`config.mk`:
```
export PLATFORM = sky130hd
export DESIGN_NAME = lsu_top
export DESIGN_NICKNAME = d
export VERILOG_FILES = /design/src/verilog/lsu_pkg.sv /design/src/verilog/lsu_decode.sv /design/src/verilog/lsu_execute.sv /design/src/verilog/mem_stage.sv /design/src/verilog/tagged_dmem.sv /design/src/verilog/lsu_result.sv /design/src/verilog/lsu_top.sv
export SDC_FILE = /design/constraint.sdc
export NUM_CORES = 2
export LEC_CHECK = 0
export CAP_MARGIN = 20
export CORE_MARGIN = 4
export CORE_UTILIZATION = 49
export CTS_BUF_LIST = sky130_fd_sc_hd__clkbuf_2
export DETAILED_ROUTE_END_ITERATION = 10
export DONT_BUFFER_PORTS = 1
export PLACE_DENSITY = 0.66
export SLEW_MARGIN = 25
export SYNTH_ARGS = -nofsm -noshare
export SYNTH_HDL_FRONTEND = slang
export SYNTH_SLANG_ARGS = --single-unit
```
`constraint.sdc`:
```
create_clock -name clock -period 5.95 [get_ports clock]
set_input_delay 1.19 -clock clock [delete_from_list [all_inputs] [get_ports clock]]
set_output_delay 1.19 -clock clock [all_outputs]
set_load 0.02 [all_outputs]
```
`src/verilog/lsu_pkg.sv`:
```
// load/store pipeline shared types
// widths, operation and fault codes, data-memory bus commands
// and the structs passed between the pipeline stages

`default_nettype none

package lsu_pkg;

  //////////////////////////////////////////////////////////////////////
  // widths with a meaning
  //////////////////////////////////////////////////////////////////////

  typedef logic [63:0]        data_t;    // one memory word
  typedef logic [63:0]        addr_t;    // byte address
  typedef logic signed [15:0] offset_t;  // immediate offset from the request
  typedef logic [3:0]         req_id_t;  // issuer's request id
  typedef logic [3:0]         mem_tag_t; // bus tag, zero is no tag

  localparam mem_tag_t last_tag = 4'd15; // tags run 1 .. last_tag then wrap

  //////////////////////////////////////////////////////////////////////
  // encodings
  //////////////////////////////////////////////////////////////////////

  typedef enum logic [2:0] {
    op_nop   = 3'd0,
    op_add   = 3'd1,
    op_load  = 3'd2,
    op_store = 3'd3    // 4..7 are illegal
  } lsu_op_e;

  typedef enum logic [1:0] {
    fault_none       = 2'd0,
    fault_illegal    = 2'd1,
    fault_misaligned = 2'd2,
    fault_range      = 2'd3
  } fault_e;

  typedef enum logic [1:0] {
    bus_none  = 2'd0,
    bus_load  = 2'd1,
    bus_store = 2'd2
  } bus_command_e;

  //////////////////////////////////////////////////////////////////////
  // pipeline payloads
  //////////////////////////////////////////////////////////////////////

  typedef struct packed {
    lsu_op_e op;
    addr_t   base;
    offset_t offset;
    data_t   store_data;
    req_id_t id;
  } lsu_request_t;

  typedef struct packed {
    logic    valid;
    logic    rd_mem;     // load
    logic    wr_mem;     // store
    logic    is_add;
    addr_t   base;
    addr_t   offset;     // already sign-extended
    data_t   store_data;
    req_id_t id;
    fault_e  fault;
  } decoded_t;

  typedef struct packed {
    logic    valid;
    logic    rd_mem;
    logic    wr_mem;
    addr_t   alu_result; // address for memory ops, sum for add
    data_t   store_data;
    req_id_t id;
    fault_e  fault;
  } executed_t;

  typedef struct packed {
    req_id_t id;
    data_t   data;
    fault_e  fault;
  } lsu_completion_t;

endpackage

`default_nettype wire

```
`src/verilog/lsu_decode.sv`:
```
// decode stage
// classifies the requested operation, sign-extends the offset
// and registers the control bits for execute

`default_nettype none

module lsu_decode (
  input  logic                 clock,
  input  logic                 reset,
  input  logic                 issue,    // request strobe
  input  lsu_pkg::lsu_request_t request,
  input  logic                 hold,     // stall from the memory stage
  output lsu_pkg::decoded_t    decoded
);

  import lsu_pkg::*;

  localparam int ext_w = $bits(addr_t) - $bits(offset_t); // sign bits to add

  logic     accept;   // request taken this cycle
  decoded_t next_dec;

  assign accept = issue && !hold; // ready is the inverse of hold

  always_comb begin
    next_dec = '0; // idle cycle loads an invalid entry
    if (accept) begin
      next_dec.valid      = 1'b1;
      next_dec.base       = request.base;
      next_dec.offset     = {{ext_w{request.offset[$bits(offset_t)-1]}}, request.offset};
      next_dec.store_data = request.store_data;
      next_dec.id         = request.id;
      case (request.op)
        op_nop:   ;                            // completes with zero
        op_add:   next_dec.is_add = 1'b1;
        op_load:  next_dec.rd_mem = 1'b1;
        op_store: next_dec.wr_mem = 1'b1;
        default:  next_dec.fault  = fault_illegal; // no memory bits set
      endcase
    end
  end

  always_ff @(posedge clock) begin
    if (reset) begin
      decoded <= '0;
    end else if (!hold) begin
      decoded <= next_dec;
    end
  end

endmodule

`default_nettype wire

```
`src/verilog/lsu_execute.sv`:
```
// execute stage
// forms base plus offset and checks loads and stores for
// alignment and for the data memory range

`default_nettype none

module lsu_execute #(
  parameter int mem_words = 32
) (
  input  logic               clock,
  input  logic               reset,
  input  logic               hold,
  input  lsu_pkg::decoded_t  decoded,
  output lsu_pkg::executed_t executed
);

  import lsu_pkg::*;

  addr_t     sum;
  logic      is_mem;
  executed_t next_ex;

  always_comb begin
    sum    = decoded.base + decoded.offset;
    is_mem = decoded.rd_mem || decoded.wr_mem;

    next_ex.valid      = decoded.valid;
    next_ex.rd_mem     = decoded.rd_mem;
    next_ex.wr_mem     = decoded.wr_mem;
    next_ex.alu_result = (decoded.is_add || is_mem) ? sum : '0; // nop carries zero
    next_ex.store_data = decoded.store_data;
    next_ex.id         = decoded.id;
    next_ex.fault      = decoded.fault;  // decode fault wins

    if (is_mem && decoded.fault == fault_none) begin
      if (sum[2:0] != 3'b000) begin
        next_ex.fault = fault_misaligned;
      end else if ((sum >> 3) >= addr_t'(mem_words)) begin
        next_ex.fault = fault_range;     // word index past the array
      end
    end

    // faulted accesses never reach the bus
    if (next_ex.fault != fault_none) begin
      next_ex.rd_mem = 1'b0;
      next_ex.wr_mem = 1'b0;
    end
  end

  always_ff @(posedge clock) begin
    if (reset) begin
      executed <= '0;
    end else if (!hold) begin
      executed <= next_ex;
    end
  end

endmodule

`default_nettype wire

```
`src/verilog/mem_stage.sv`:
```
// memory access stage
// drives the tagged data-memory bus, remembers the tag of the
// load in flight and stalls the pipe until its data returns

`default_nettype none

module mem_stage (
  input  logic                  clock,
  input  logic                  reset,
  input  lsu_pkg::executed_t    executed,
  input  lsu_pkg::data_t        dmem_rdata,    // load data from memory
  input  lsu_pkg::mem_tag_t     dmem_rtag,     // tag of dmem_rdata, zero when idle
  input  lsu_pkg::mem_tag_t     dmem_response, // tag granted to this cycle's command
  output lsu_pkg::bus_command_e dmem_command,
  output lsu_pkg::addr_t        dmem_addr,
  output lsu_pkg::data_t        dmem_wdata,
  output lsu_pkg::data_t        mem_result,    // to the result stage
  output logic                  stall
);

  import lsu_pkg::*;

  mem_tag_t waiting_tag; // nonzero while a load waits for data
  logic     tag_write;

  //////////////////////////////////////////////////////////////////////
  // bus command
  //////////////////////////////////////////////////////////////////////

  always_comb begin
    if (waiting_tag != '0) begin
      dmem_command = bus_none;   // load already sent
    end else if (executed.wr_mem) begin
      dmem_command = bus_store;
    end else if (executed.rd_mem) begin
      dmem_command = bus_load;
    end else begin
      dmem_command = bus_none;
    end
  end

  assign dmem_addr  = executed.alu_result;  // address from execute
  assign dmem_wdata = executed.store_data;

  //////////////////////////////////////////////////////////////////////
  // stall and result
  //////////////////////////////////////////////////////////////////////

  assign mem_result = executed.rd_mem ? dmem_rdata : executed.alu_result;

  assign stall = (executed.rd_mem && (waiting_tag != dmem_rtag || dmem_rtag == '0)) ||
                 (executed.wr_mem && dmem_response == '0);

  // take the tag on issue, drop it when the matching data shows up
  assign tag_write = executed.rd_mem && (waiting_tag == '0 || waiting_tag == dmem_rtag);

  always_ff @(posedge clock) begin
    if (reset) begin
      waiting_tag <= '0;
    end else if (tag_write) begin
      waiting_tag <= dmem_response; // zero on the return cycle, no command then
    end
  end

endmodule

`default_nettype wire

```
`src/verilog/tagged_dmem.sv`:
```
// behavioural data memory on a tagged bus
// word addressed, every command gets a fresh tag at once,
// load data returns load_latency cycles later with its tag

`default_nettype none

module tagged_dmem #(
  parameter int mem_words    = 32,
  parameter int load_latency = 3   // at least 1
) (
  input  logic                  clock,
  input  logic                  reset,
  input  lsu_pkg::bus_command_e dmem_command,
  input  lsu_pkg::addr_t        dmem_addr,
  input  lsu_pkg::data_t        dmem_wdata,
  output lsu_pkg::data_t        dmem_rdata,
  output lsu_pkg::mem_tag_t     dmem_rtag,
  output lsu_pkg::mem_tag_t     dmem_response
);

  import lsu_pkg::*;

  localparam int idx_w        = (mem_words > 1) ? $clog2(mem_words) : 1;
  localparam int clear_lanes  = 4;  // words zeroed per reset cycle
  localparam int clear_groups = (mem_words + clear_lanes - 1) / clear_lanes;
  localparam int grp_w        = (clear_groups > 1) ? $clog2(clear_groups) : 1;

  typedef struct packed {
    mem_tag_t tag;
    data_t    data;
  } load_slot_t;

  data_t            mem [mem_words];
  logic [grp_w-1:0] clear_grp;         // group being zeroed
  logic [idx_w-1:0] word_idx;
  logic             in_range;
  data_t            load_word;
  mem_tag_t         next_tag;          // tag for the next command
  load_slot_t       pipe [load_latency]; // load return pipeline

  assign word_idx  = dmem_addr[idx_w+2:3];   // byte address to word
  assign in_range  = (dmem_addr >> 3) < addr_t'(mem_words);
  assign load_word = in_range ? mem[word_idx] : '0;

  assign dmem_response = (dmem_command != bus_none) ? next_tag : '0; // same cycle
  assign dmem_rtag     = pipe[load_latency-1].tag;
  assign dmem_rdata    = pipe[load_latency-1].data;

  //////////////////////////////////////////////////////////////////////
  // array, reset walk and stores
  //////////////////////////////////////////////////////////////////////

  always_ff @(posedge clock) begin
    int slot;
    if (reset) begin
      for (int lane = 0; lane < clear_lanes; lane++) begin
        slot = int'(clear_grp) * clear_lanes + lane;
        if (slot < mem_words) mem[slot] <= '0;
      end
    end else if (dmem_command == bus_store && in_range) begin
      mem[word_idx] <= dmem_wdata;   // store lands at the command edge
    end
  end

  // counter rests at zero between resets so every walk starts at word 0
  always_ff @(posedge clock) begin
    if (reset) begin
      clear_grp <= (clear_grp == grp_w'(clear_groups - 1)) ? '0 : clear_grp + 1'b1;
    end else begin
      clear_grp <= '0;
    end
  end

  //////////////////////////////////////////////////////////////////////
  // tags and load return
  //////////////////////////////////////////////////////////////////////

  always_ff @(posedge clock) begin
    if (reset) begin
      next_tag <= mem_tag_t'(1);
    end else if (dmem_command != bus_none) begin
      next_tag <= (next_tag == last_tag) ? mem_tag_t'(1) : next_tag + 1'b1; // skip zero
    end
  end

  always_ff @(posedge clock) begin
    if (reset) begin
      for (int i = 0; i < load_latency; i++) pipe[i].tag <= '0;
    end else begin
      pipe[0].tag <= (dmem_command == bus_load) ? next_tag : '0;
      for (int i = 1; i < load_latency; i++) pipe[i].tag <= pipe[i-1].tag;
    end
    pipe[0].data <= load_word;                 // only meaningful under a tag
    for (int i = 1; i < load_latency; i++) pipe[i].data <= pipe[i-1].data;
  end

endmodule

`default_nettype wire

```
`src/verilog/lsu_result.sv`:
```
// result stage
// registers one completion per request with its id, data
// and fault code, skipping cycles where the memory stage stalls

`default_nettype none

module lsu_result (
  input  logic                     clock,
  input  logic                     reset,
  input  lsu_pkg::executed_t       executed,
  input  lsu_pkg::data_t           mem_result,
  input  logic                     stall,
  output logic                     done,       // one strobe per request
  output lsu_pkg::lsu_completion_t completion
);

  import lsu_pkg::*;

  logic retire; // entry leaves the pipe this cycle

  assign retire = executed.valid && !stall;  // bubble while stalled

  always_ff @(posedge clock) begin
    if (reset) begin
      done <= 1'b0;
    end else begin
      done <= retire;
    end
  end

  always_ff @(posedge clock) begin
    if (retire) begin
      completion.id    <= executed.id;
      completion.fault <= executed.fault;
      // faulted requests report zero, nop already arrives as zero
      completion.data  <= (executed.fault != fault_none) ? '0 : mem_result;
    end
  end

endmodule

`default_nettype wire

```
`src/verilog/lsu_top.sv`:
```
// load/store pipeline top level
// decode, execute, memory access and result stages around a
// behavioural tagged data memory

`default_nettype none

module lsu_top #(
  parameter int mem_words    = 32,
  parameter int load_latency = 3
) (
  input  logic                     clock,
  input  logic                     reset,
  input  logic                     issue,
  input  lsu_pkg::lsu_request_t    request,
  output logic                     ready,      // request taken when high
  output logic                     done,
  output lsu_pkg::lsu_completion_t completion
);

  import lsu_pkg::*;

  decoded_t     decoded;
  executed_t    executed;
  bus_command_e dmem_command;
  addr_t        dmem_addr;
  data_t        dmem_wdata;
  data_t        dmem_rdata;
  mem_tag_t     dmem_rtag;
  mem_tag_t     dmem_response;
  data_t        mem_result;
  logic         stall;

  assign ready = !stall;

  lsu_decode decode0 (
    .clock   (clock),
    .reset   (reset),
    .issue   (issue),
    .request (request),
    .hold    (stall),
    .decoded (decoded)
  );

  lsu_execute #(.mem_words(mem_words)) execute0 (
    .clock    (clock),
    .reset    (reset),
    .hold     (stall),
    .decoded  (decoded),
    .executed (executed)
  );

  mem_stage mem0 (
    .clock         (clock),
    .reset         (reset),
    .executed      (executed),
    .dmem_rdata    (dmem_rdata),
    .dmem_rtag     (dmem_rtag),
    .dmem_response (dmem_response),
    .dmem_command  (dmem_command),
    .dmem_addr     (dmem_addr),
    .dmem_wdata    (dmem_wdata),
    .mem_result    (mem_result),
    .stall         (stall)
  );

  tagged_dmem #(.mem_words(mem_words), .load_latency(load_latency)) dmem0 (
    .clock         (clock),
    .reset         (reset),
    .dmem_command  (dmem_command),
    .dmem_addr     (dmem_addr),
    .dmem_wdata    (dmem_wdata),
    .dmem_rdata    (dmem_rdata),
    .dmem_rtag     (dmem_rtag),
    .dmem_response (dmem_response)
  );

  lsu_result result0 (
    .clock      (clock),
    .reset      (reset),
    .executed   (executed),
    .mem_result (mem_result),
    .stall      (stall),
    .done       (done),
    .completion (completion)
  );

endmodule

`default_nettype wire

```
Yosys cells after proc, flatten, opt, wreduce, memory -nomap -nowiden
Memories as Yosys holds them, arrays and structs flattened. A register that Yosys moved wholly into a read port is not among the register bits.
Index checks and enable logic that the tools add are counted.
{"block": "word_totals", "regBits": 421, "latch_bits": 0, "mem_bits_rw": 2252, "mem_bits_ro": 0, "out_inout_bits": 72, "mem_count": 2}
{"memory": "dmem0.mem", "words": 32, "word_bits": 64, "read_ports": 1, "rd_ports_with_merged_regs": 1, "write_ports": 4, "line_no": "tagged_dmem.sv:33", "source": "data_t mem [mem_words];"}
{"memory": "dmem0.pipe", "words": 3, "word_bits": 68, "read_ports": 3, "rd_ports_with_merged_regs": 0, "write_ports": 3, "line_no": "tagged_dmem.sv:39", "source": "load_slot_t pipe [load_latency];"}
{"block": "op_classes", "add_sub_neg": 6, "multipliers": 0, "div_mod_pow": 0, "order_cmp": 6, "eq_ne": 9, "n_shift": 0, "mux": 44, "bitwise": 4, "n_reduce_logical": 26}
{"cell": "2-to-1 mux 64 bit", "count": 4}
{"cell": "2-to-1 mux 202 bit", "count": 1}
{"cell": "less-than comparator 32 x 7 -> 1 bit (second input constant)", "count": 3}
{"cell": "adder 64 bit", "count": 1}
{"cell": "OR reduction 64 bit", "count": 1}
{"cell": ">= comparator 61 x 6 -> 1 bit (second input constant)", "count": 1}
{"cell": "less-than comparator 61 x 6 -> 1 bit (second input constant)", "count": 1}
{"cell": "2-to-1 mux 1 bit", "count": 24}
{"cell": "2-to-1 mux 4 bit", "count": 6}
{"cell": "2-to-1 mux 5 bit", "count": 3}
{"cell": "adder 5 x 2 -> 6 bit (second input constant)", "count": 2}
{"cell": "zero test 4 bit", "count": 3}
{"cell": "2-to-1 mux 2 bit", "count": 6}
{"cell": "logical AND 1 bit", "count": 7}
{"cell": "adder 5 x 1 -> 6 bit (second input constant)", "count": 1}
{"cell": "equality test 3 x 2 -> 1 bit (second input constant)", "count": 2}
{"cell": "less-than comparator 5 x 6 -> 1 bit (second input constant)", "count": 1}
{"cell": "nonzero test 2 bit", "count": 3}
{"cell": "logical OR 1 bit", "count": 5}
{"cell": "adder 4 x 1 -> 4 bit (second input constant)", "count": 1}
{"cell": "equality test 4 bit", "count": 1}
{"cell": "equality test 4 bit (second input constant)", "count": 1}
{"cell": "inequality test 4 bit", "count": 1}
{"cell": "nonzero test 4 bit", "count": 1}
{"cell": "other kinds (13)", "count": 15}

Depth between registers and ports, before layout
{"block": "logic_depth", "ltp_word": 11, "mapped_depth": 13, "mapped_depth_nobuf": 13}

By module
Synthesis repeated with hierarchy kept, for this count alone.
{"block": "unflattened", "cells_unflattened": 10693, "hier_area_um2": 118632.5}
{"mod": "tagged_dmem", "instances": 1, "cells_per_inst": 8408, "area_per_inst_um2": 97833.8}
{"mod": "lsu_execute", "instances": 1, "cells_per_inst": 1175, "area_per_inst_um2": 9452.8}
{"mod": "lsu_decode", "instances": 1, "cells_per_inst": 729, "area_per_inst_um2": 6251.0}
{"mod": "lsu_result", "instances": 1, "cells_per_inst": 151, "area_per_inst_um2": 3074.2}
{"mod": "mem_stage", "instances": 1, "cells_per_inst": 229, "area_per_inst_um2": 2016.9}
{"mod": "lsu_top", "instances": 1, "cells_per_inst": 1, "area_per_inst_um2": 3.8}

Least setup slack after synthesis
No wires, ideal clock.
{"block": "synth_timing", "path_type": "input to register", "start": "input reset", "end": "memory dmem0.mem[16][0] (netlist bit), enable pin", "arrival_ps": 5148, "required_ps": 5463, "path_slack_ps": 316, "path_stages": 5, "path_buffers": 1, "path_cell_list": "clkbuf_1 > nor3_4 > mux2i_1 > nand2_1 > nor2_1"}
{"item": "from (decl)", "line_no": "lsu_top.sv:12", "source": "input logic reset,"}
{"item": "to (decl)", "line_no": "tagged_dmem.sv:33"}

Final worst setup path
{"block": "layout_timing", "start": "register mem0.waiting_tag[0]", "end": "output ready"}
{"block": "layout_between", "elab_chain_cells": 8, "word_cells_on_any_way": 11, "classes_between": "1 x eq/ne; 2 x mux; 8 x reduce/logical"}
{"item": "from (decl)", "line_no": "mem_stage.sv:23", "source": "mem_tag_t waiting_tag;"}
{"item": "from (signal assigned)", "line_no": "mem_stage.sv:61", "source": "waiting_tag <= dmem_response;"}
{"item": "nonzero test 4 bit", "line_no": "mem_stage.sv:31", "source": "if (waiting_tag != '0) begin"}
{"item": "2-to-1 mux 2 bit", "line_no": "mem_stage.sv:31"}
{"item": "nonzero test 2 bit", "line_no": "tagged_dmem.sv:45", "source": "assign dmem_response = (dmem_command != bus_none) ? next_tag : '0;"}
{"item": "2-to-1 mux 4 bit", "line_no": "tagged_dmem.sv:45"}
{"item": "zero test 4 bit", "line_no": "mem_stage.sv:52", "source": "(executed.wr_mem && dmem_response == '0);"}
{"item": "logical AND 1 bit", "line_no": "mem_stage.sv:52"}
{"item": "logical OR 1 bit (*)", "line_no": "mem_stage.sv:51", "source": "assign stall = (executed.rd_mem && (waiting_tag != dmem_rtag || dmem_rtag == '0)) ||"}
{"item": "zero test 1 bit (*)"}
{"item": "to (decl)", "line_no": "lsu_top.sv:15", "source": "output logic ready,"}
Every way passes the cells marked *; elsewhere a longest branch is shown, timed or not.

==> impl_metrics.json <==
{
  "status": "completed",
  "ys_seq_area_share_pct": 54.10,
  "r2r-start": "decode0.decoded[132]",
  "mostFrequentLayoutCell": "nand2_1",
  "ctsRootBufferMaster": "clkbuf_2",
  "final_util_pct": 55.05,
  "slew_headroom_pct": 8.040,
  "synth_fp_nets": 11150,
  "yosys.area.top_type_share_pct": 37.93,
  "crit_required_ps": 4760,
  "path_class": "register to output pin",
  "hold_path_depth": 0,
  "grt_max_degree": 306,
  "die_h_um": 477.6,
  "synth_ff_type": "dfxtp_1",
  "worst_path_largest_cell_delay_ps": 710,
  "nNetsFinal": 11420,
  "grt.total_usage_pct": 34.41,
  "syn_area_um2": 108000,
  "avgSynthCellArea_um2": 9.884,
  "wl_met3_um": 52030,
  "reg2reg_slack_ps": 620,
  "hp-class": "register to register",
  "cts_tree": "done",
  "yosysUniqueCellTypes": 89,
  "top_layer": "met5",
  "power_leakage_uw": 0.04143,
  "post-place-ws_ps": 879.6,
  "worst_slack_ps": 236.9,
  "clk_pin_slew_ps": 100,
  "max_freq_mhz": 175.0,
  "setup_tns_ps": 0,
  "ios": 226,
  "areaGrowthSynthToFinish_pct": 11.84,
  "fp.dieArea_um2": 228100,
  "drive_gt1_share_pct": 17.62,
  "coreArea_um2": 219500,
  "vias_per_cell": 6.225,
  "grt_pass1_vias": 88210,
  "hpwlAfterDp_um": 230800,
  "clkLatencyLatePin_ps": 2050,
  "wl_met2_um": 180100,
  "totalWireLength_um": 405400,
  "numPortBuffers": 0,
  "min_from": "dmem0.pipe[0][77]",
  "r2r_end": "execute0.executed[1]",
  "ff2ff_path_depth": 12,
  "synth_top_area_cell": "dfxtp_1",
  "crit_fanout": 84,
  "yosys-top-cells-area": "dfxtp_1 38%, edfxtp_1 16%, mux4_2 13%, nand2_1 12%, a21oi_1 8.6%",
  "synth_cells": 10930,
  "power.density_nw_per_um2": 272.4,
  "path_buf_inv": 1,
  "period_share_pct": 96.02,
  "num_rows": 172,
  "initial_core_util_pct": 49.22,
  "die_w_um": 477.6,
  "async_flop_share_pct": 0,
  "overflow": 0,
  "ctsHoldBuffers": 365,
  "fin_crit_ps": 5713,
  "clkSinkCount": 2629,
  "drtIter0Drc": 11430,
  "min_to": "dmem0.pipe[0][145]",
  "final_max_slew_viol_count": 0,
  "ys_seq_elements": 2629,
  "fin_worst_skew_ps": 213.1,
  "critPathArrivalTime_ps": 4520,
  "worst_slew_pin_slew_ps": 1379,
  "wl_met1_um": 150600,
  "ir_worst_vdd_uv": 225.9,
  "drc_errors": 0,
  "ys_warn_count": 0,
  "vias": 90920,
  "fillers": 18660,
  "synth_edf_count": 582,
  "routedWlPerCell_um": 27.76,
  "cts_buffer_depth": 4,
  "final_antenna_net_count": 0,
  "grt_pass1_wl_um": 586000,
  "cp_top_family": "simple AND/OR/NAND/NOR gates",
  "antenna_found_initial": 15,
  "gp_congestion": 0.9202,
  "drv_cap": 0,
  "final_cell_mix": "3477 x nand2_1, 2040 x dfxtp_1, 1862 x a21oi_1, 1032 x clkbuf_2, 640 x mux4_2",
  "htreeDepth": 6,
  "numCtsBuffers": 657,
  "worstSetupStartpointType": "register",
  "setup_viol": 0,
  "grt_setup_unrepaired": "no",
  "hold_viol": 0,
  "cts_setup_buffers": 0,
  "critical_path_depth": 5,
  "dr.pass1.iters": 6,
  "cp_cell_sequence": "nor4_2 > o41ai_1 > nand2_1 > nand2_4 > inv_8",
  "cp_slowest_cell": "inv_8",
  "post_cts_resized": 0,
  "worstSetupEndpointType": "output pin"
}
## worst max path at each step
stage,start,to
after floorplan,reset,dmem0.mem[16][0]
after global placement,execute0.executed[84],dmem0.mem[7][53]
after detailed placement,decode0.decoded[132],execute0.executed[1]
after CTS,mem0.waiting_tag[3],ready
after global routing,mem0.waiting_tag[0],ready
final,mem0.waiting_tag[0],ready
## stage by stage
| stage | instances | hold slack (ps) | power [uW] | instance area, um2 |
|---|---|---|---|---|
| floorplan | 10930 | 309.6 | 19920 | 108000 |
| global placement | 13040 | 310.1 | 20490 | 110800 |
| detailed placement | 13040 | 312.1 | 20510 | 110900 |
| CTS | 14590 | 162.5 | 32890 | 120700 |
| global route | 14600 | 241.2 | 34020 | 120800 |
| finish | 14610 | 247.0 | 32920 | 120800 |
## cells by family (layout without fill, tap and decap cells)
family	Yosys count	count (layout)	share of synthesized area, %
flops	2629	2629	54.10
compound gates	2127	2127	10.43
mux	775	775	14.59
buf+inv	1006	1799	3.808
other cells	0	9	0
xor+xnor	44	44	0.3567
fa+ha+maj	67	67	0.7828
simple gates	4284	4284	15.92
## final cells by class
| type | count | area [um2] | share of cell area, % |
|---|---|---|---|
| Sequential cell | 2629 | 58480 | 48.40 |
| Inverter | 16 | 67.56 | 0.05591 |
| Clock inverter | 149 | 860.8 | 0.7124 |
| Multi-Input combinational cell | 7297 | 45950 | 38.02 |
| Clock buffer | 1032 | 5165 | 4.274 |
| Timing Repair Buffer | 602 | 6705 | 5.549 |
| Antenna cell | 9 | 22.52 | 0.01864 |
| Tap cell | 2871 | 3592 | 2.973 |
## power by group
group / internal (uW) / total, uW / switching (uW)
clock network: 4990 / 12500 / 7500
logic: 597 / 1610 / 1010
registers: 18600 / 18800 / 242
## per-layer routing
metal	GRT usage, %	vias up
met5	0	-
met4	17.63	8
met3	9.319	1379
met2	52.70	6473
met1	44.95	44330
li1	-	38730
## state kept, by name, indices dropped and copies added (netlist names), named ones only
signal	flops
decode0.decoded	153
dmem0.clear_grp	3
dmem0.mem	2048
dmem0.next_tag	4
dmem0.pipe	204
execute0.executed	137
mem0.waiting_tag	4
result0.completion	70
result0.done	1
## Yosys cell counts, types with 14 or more instances
cell type  number
xor2_1         22
nor2_1        295
a21oi_1      1862
o21a_1         24
clkbuf_1      706
nand2b_1       14
nor2_2         22
xnor2_1        22
and2_1         78
dfxtp_1      2047
a21o_1         21
nor4_1         33
mux4_2        640
nor3_1         34
edfxtp_1      582
mux2i_1       133
nand4_1        42
nor2b_1        15
buf_2         185
ha_1           66
buf_1          79
nand3_1       173
inv_1          15
o21ai_0        52
a22oi_1        42
nand2_1      3502
Note: power is estimated with default switching activity, not from simulation.
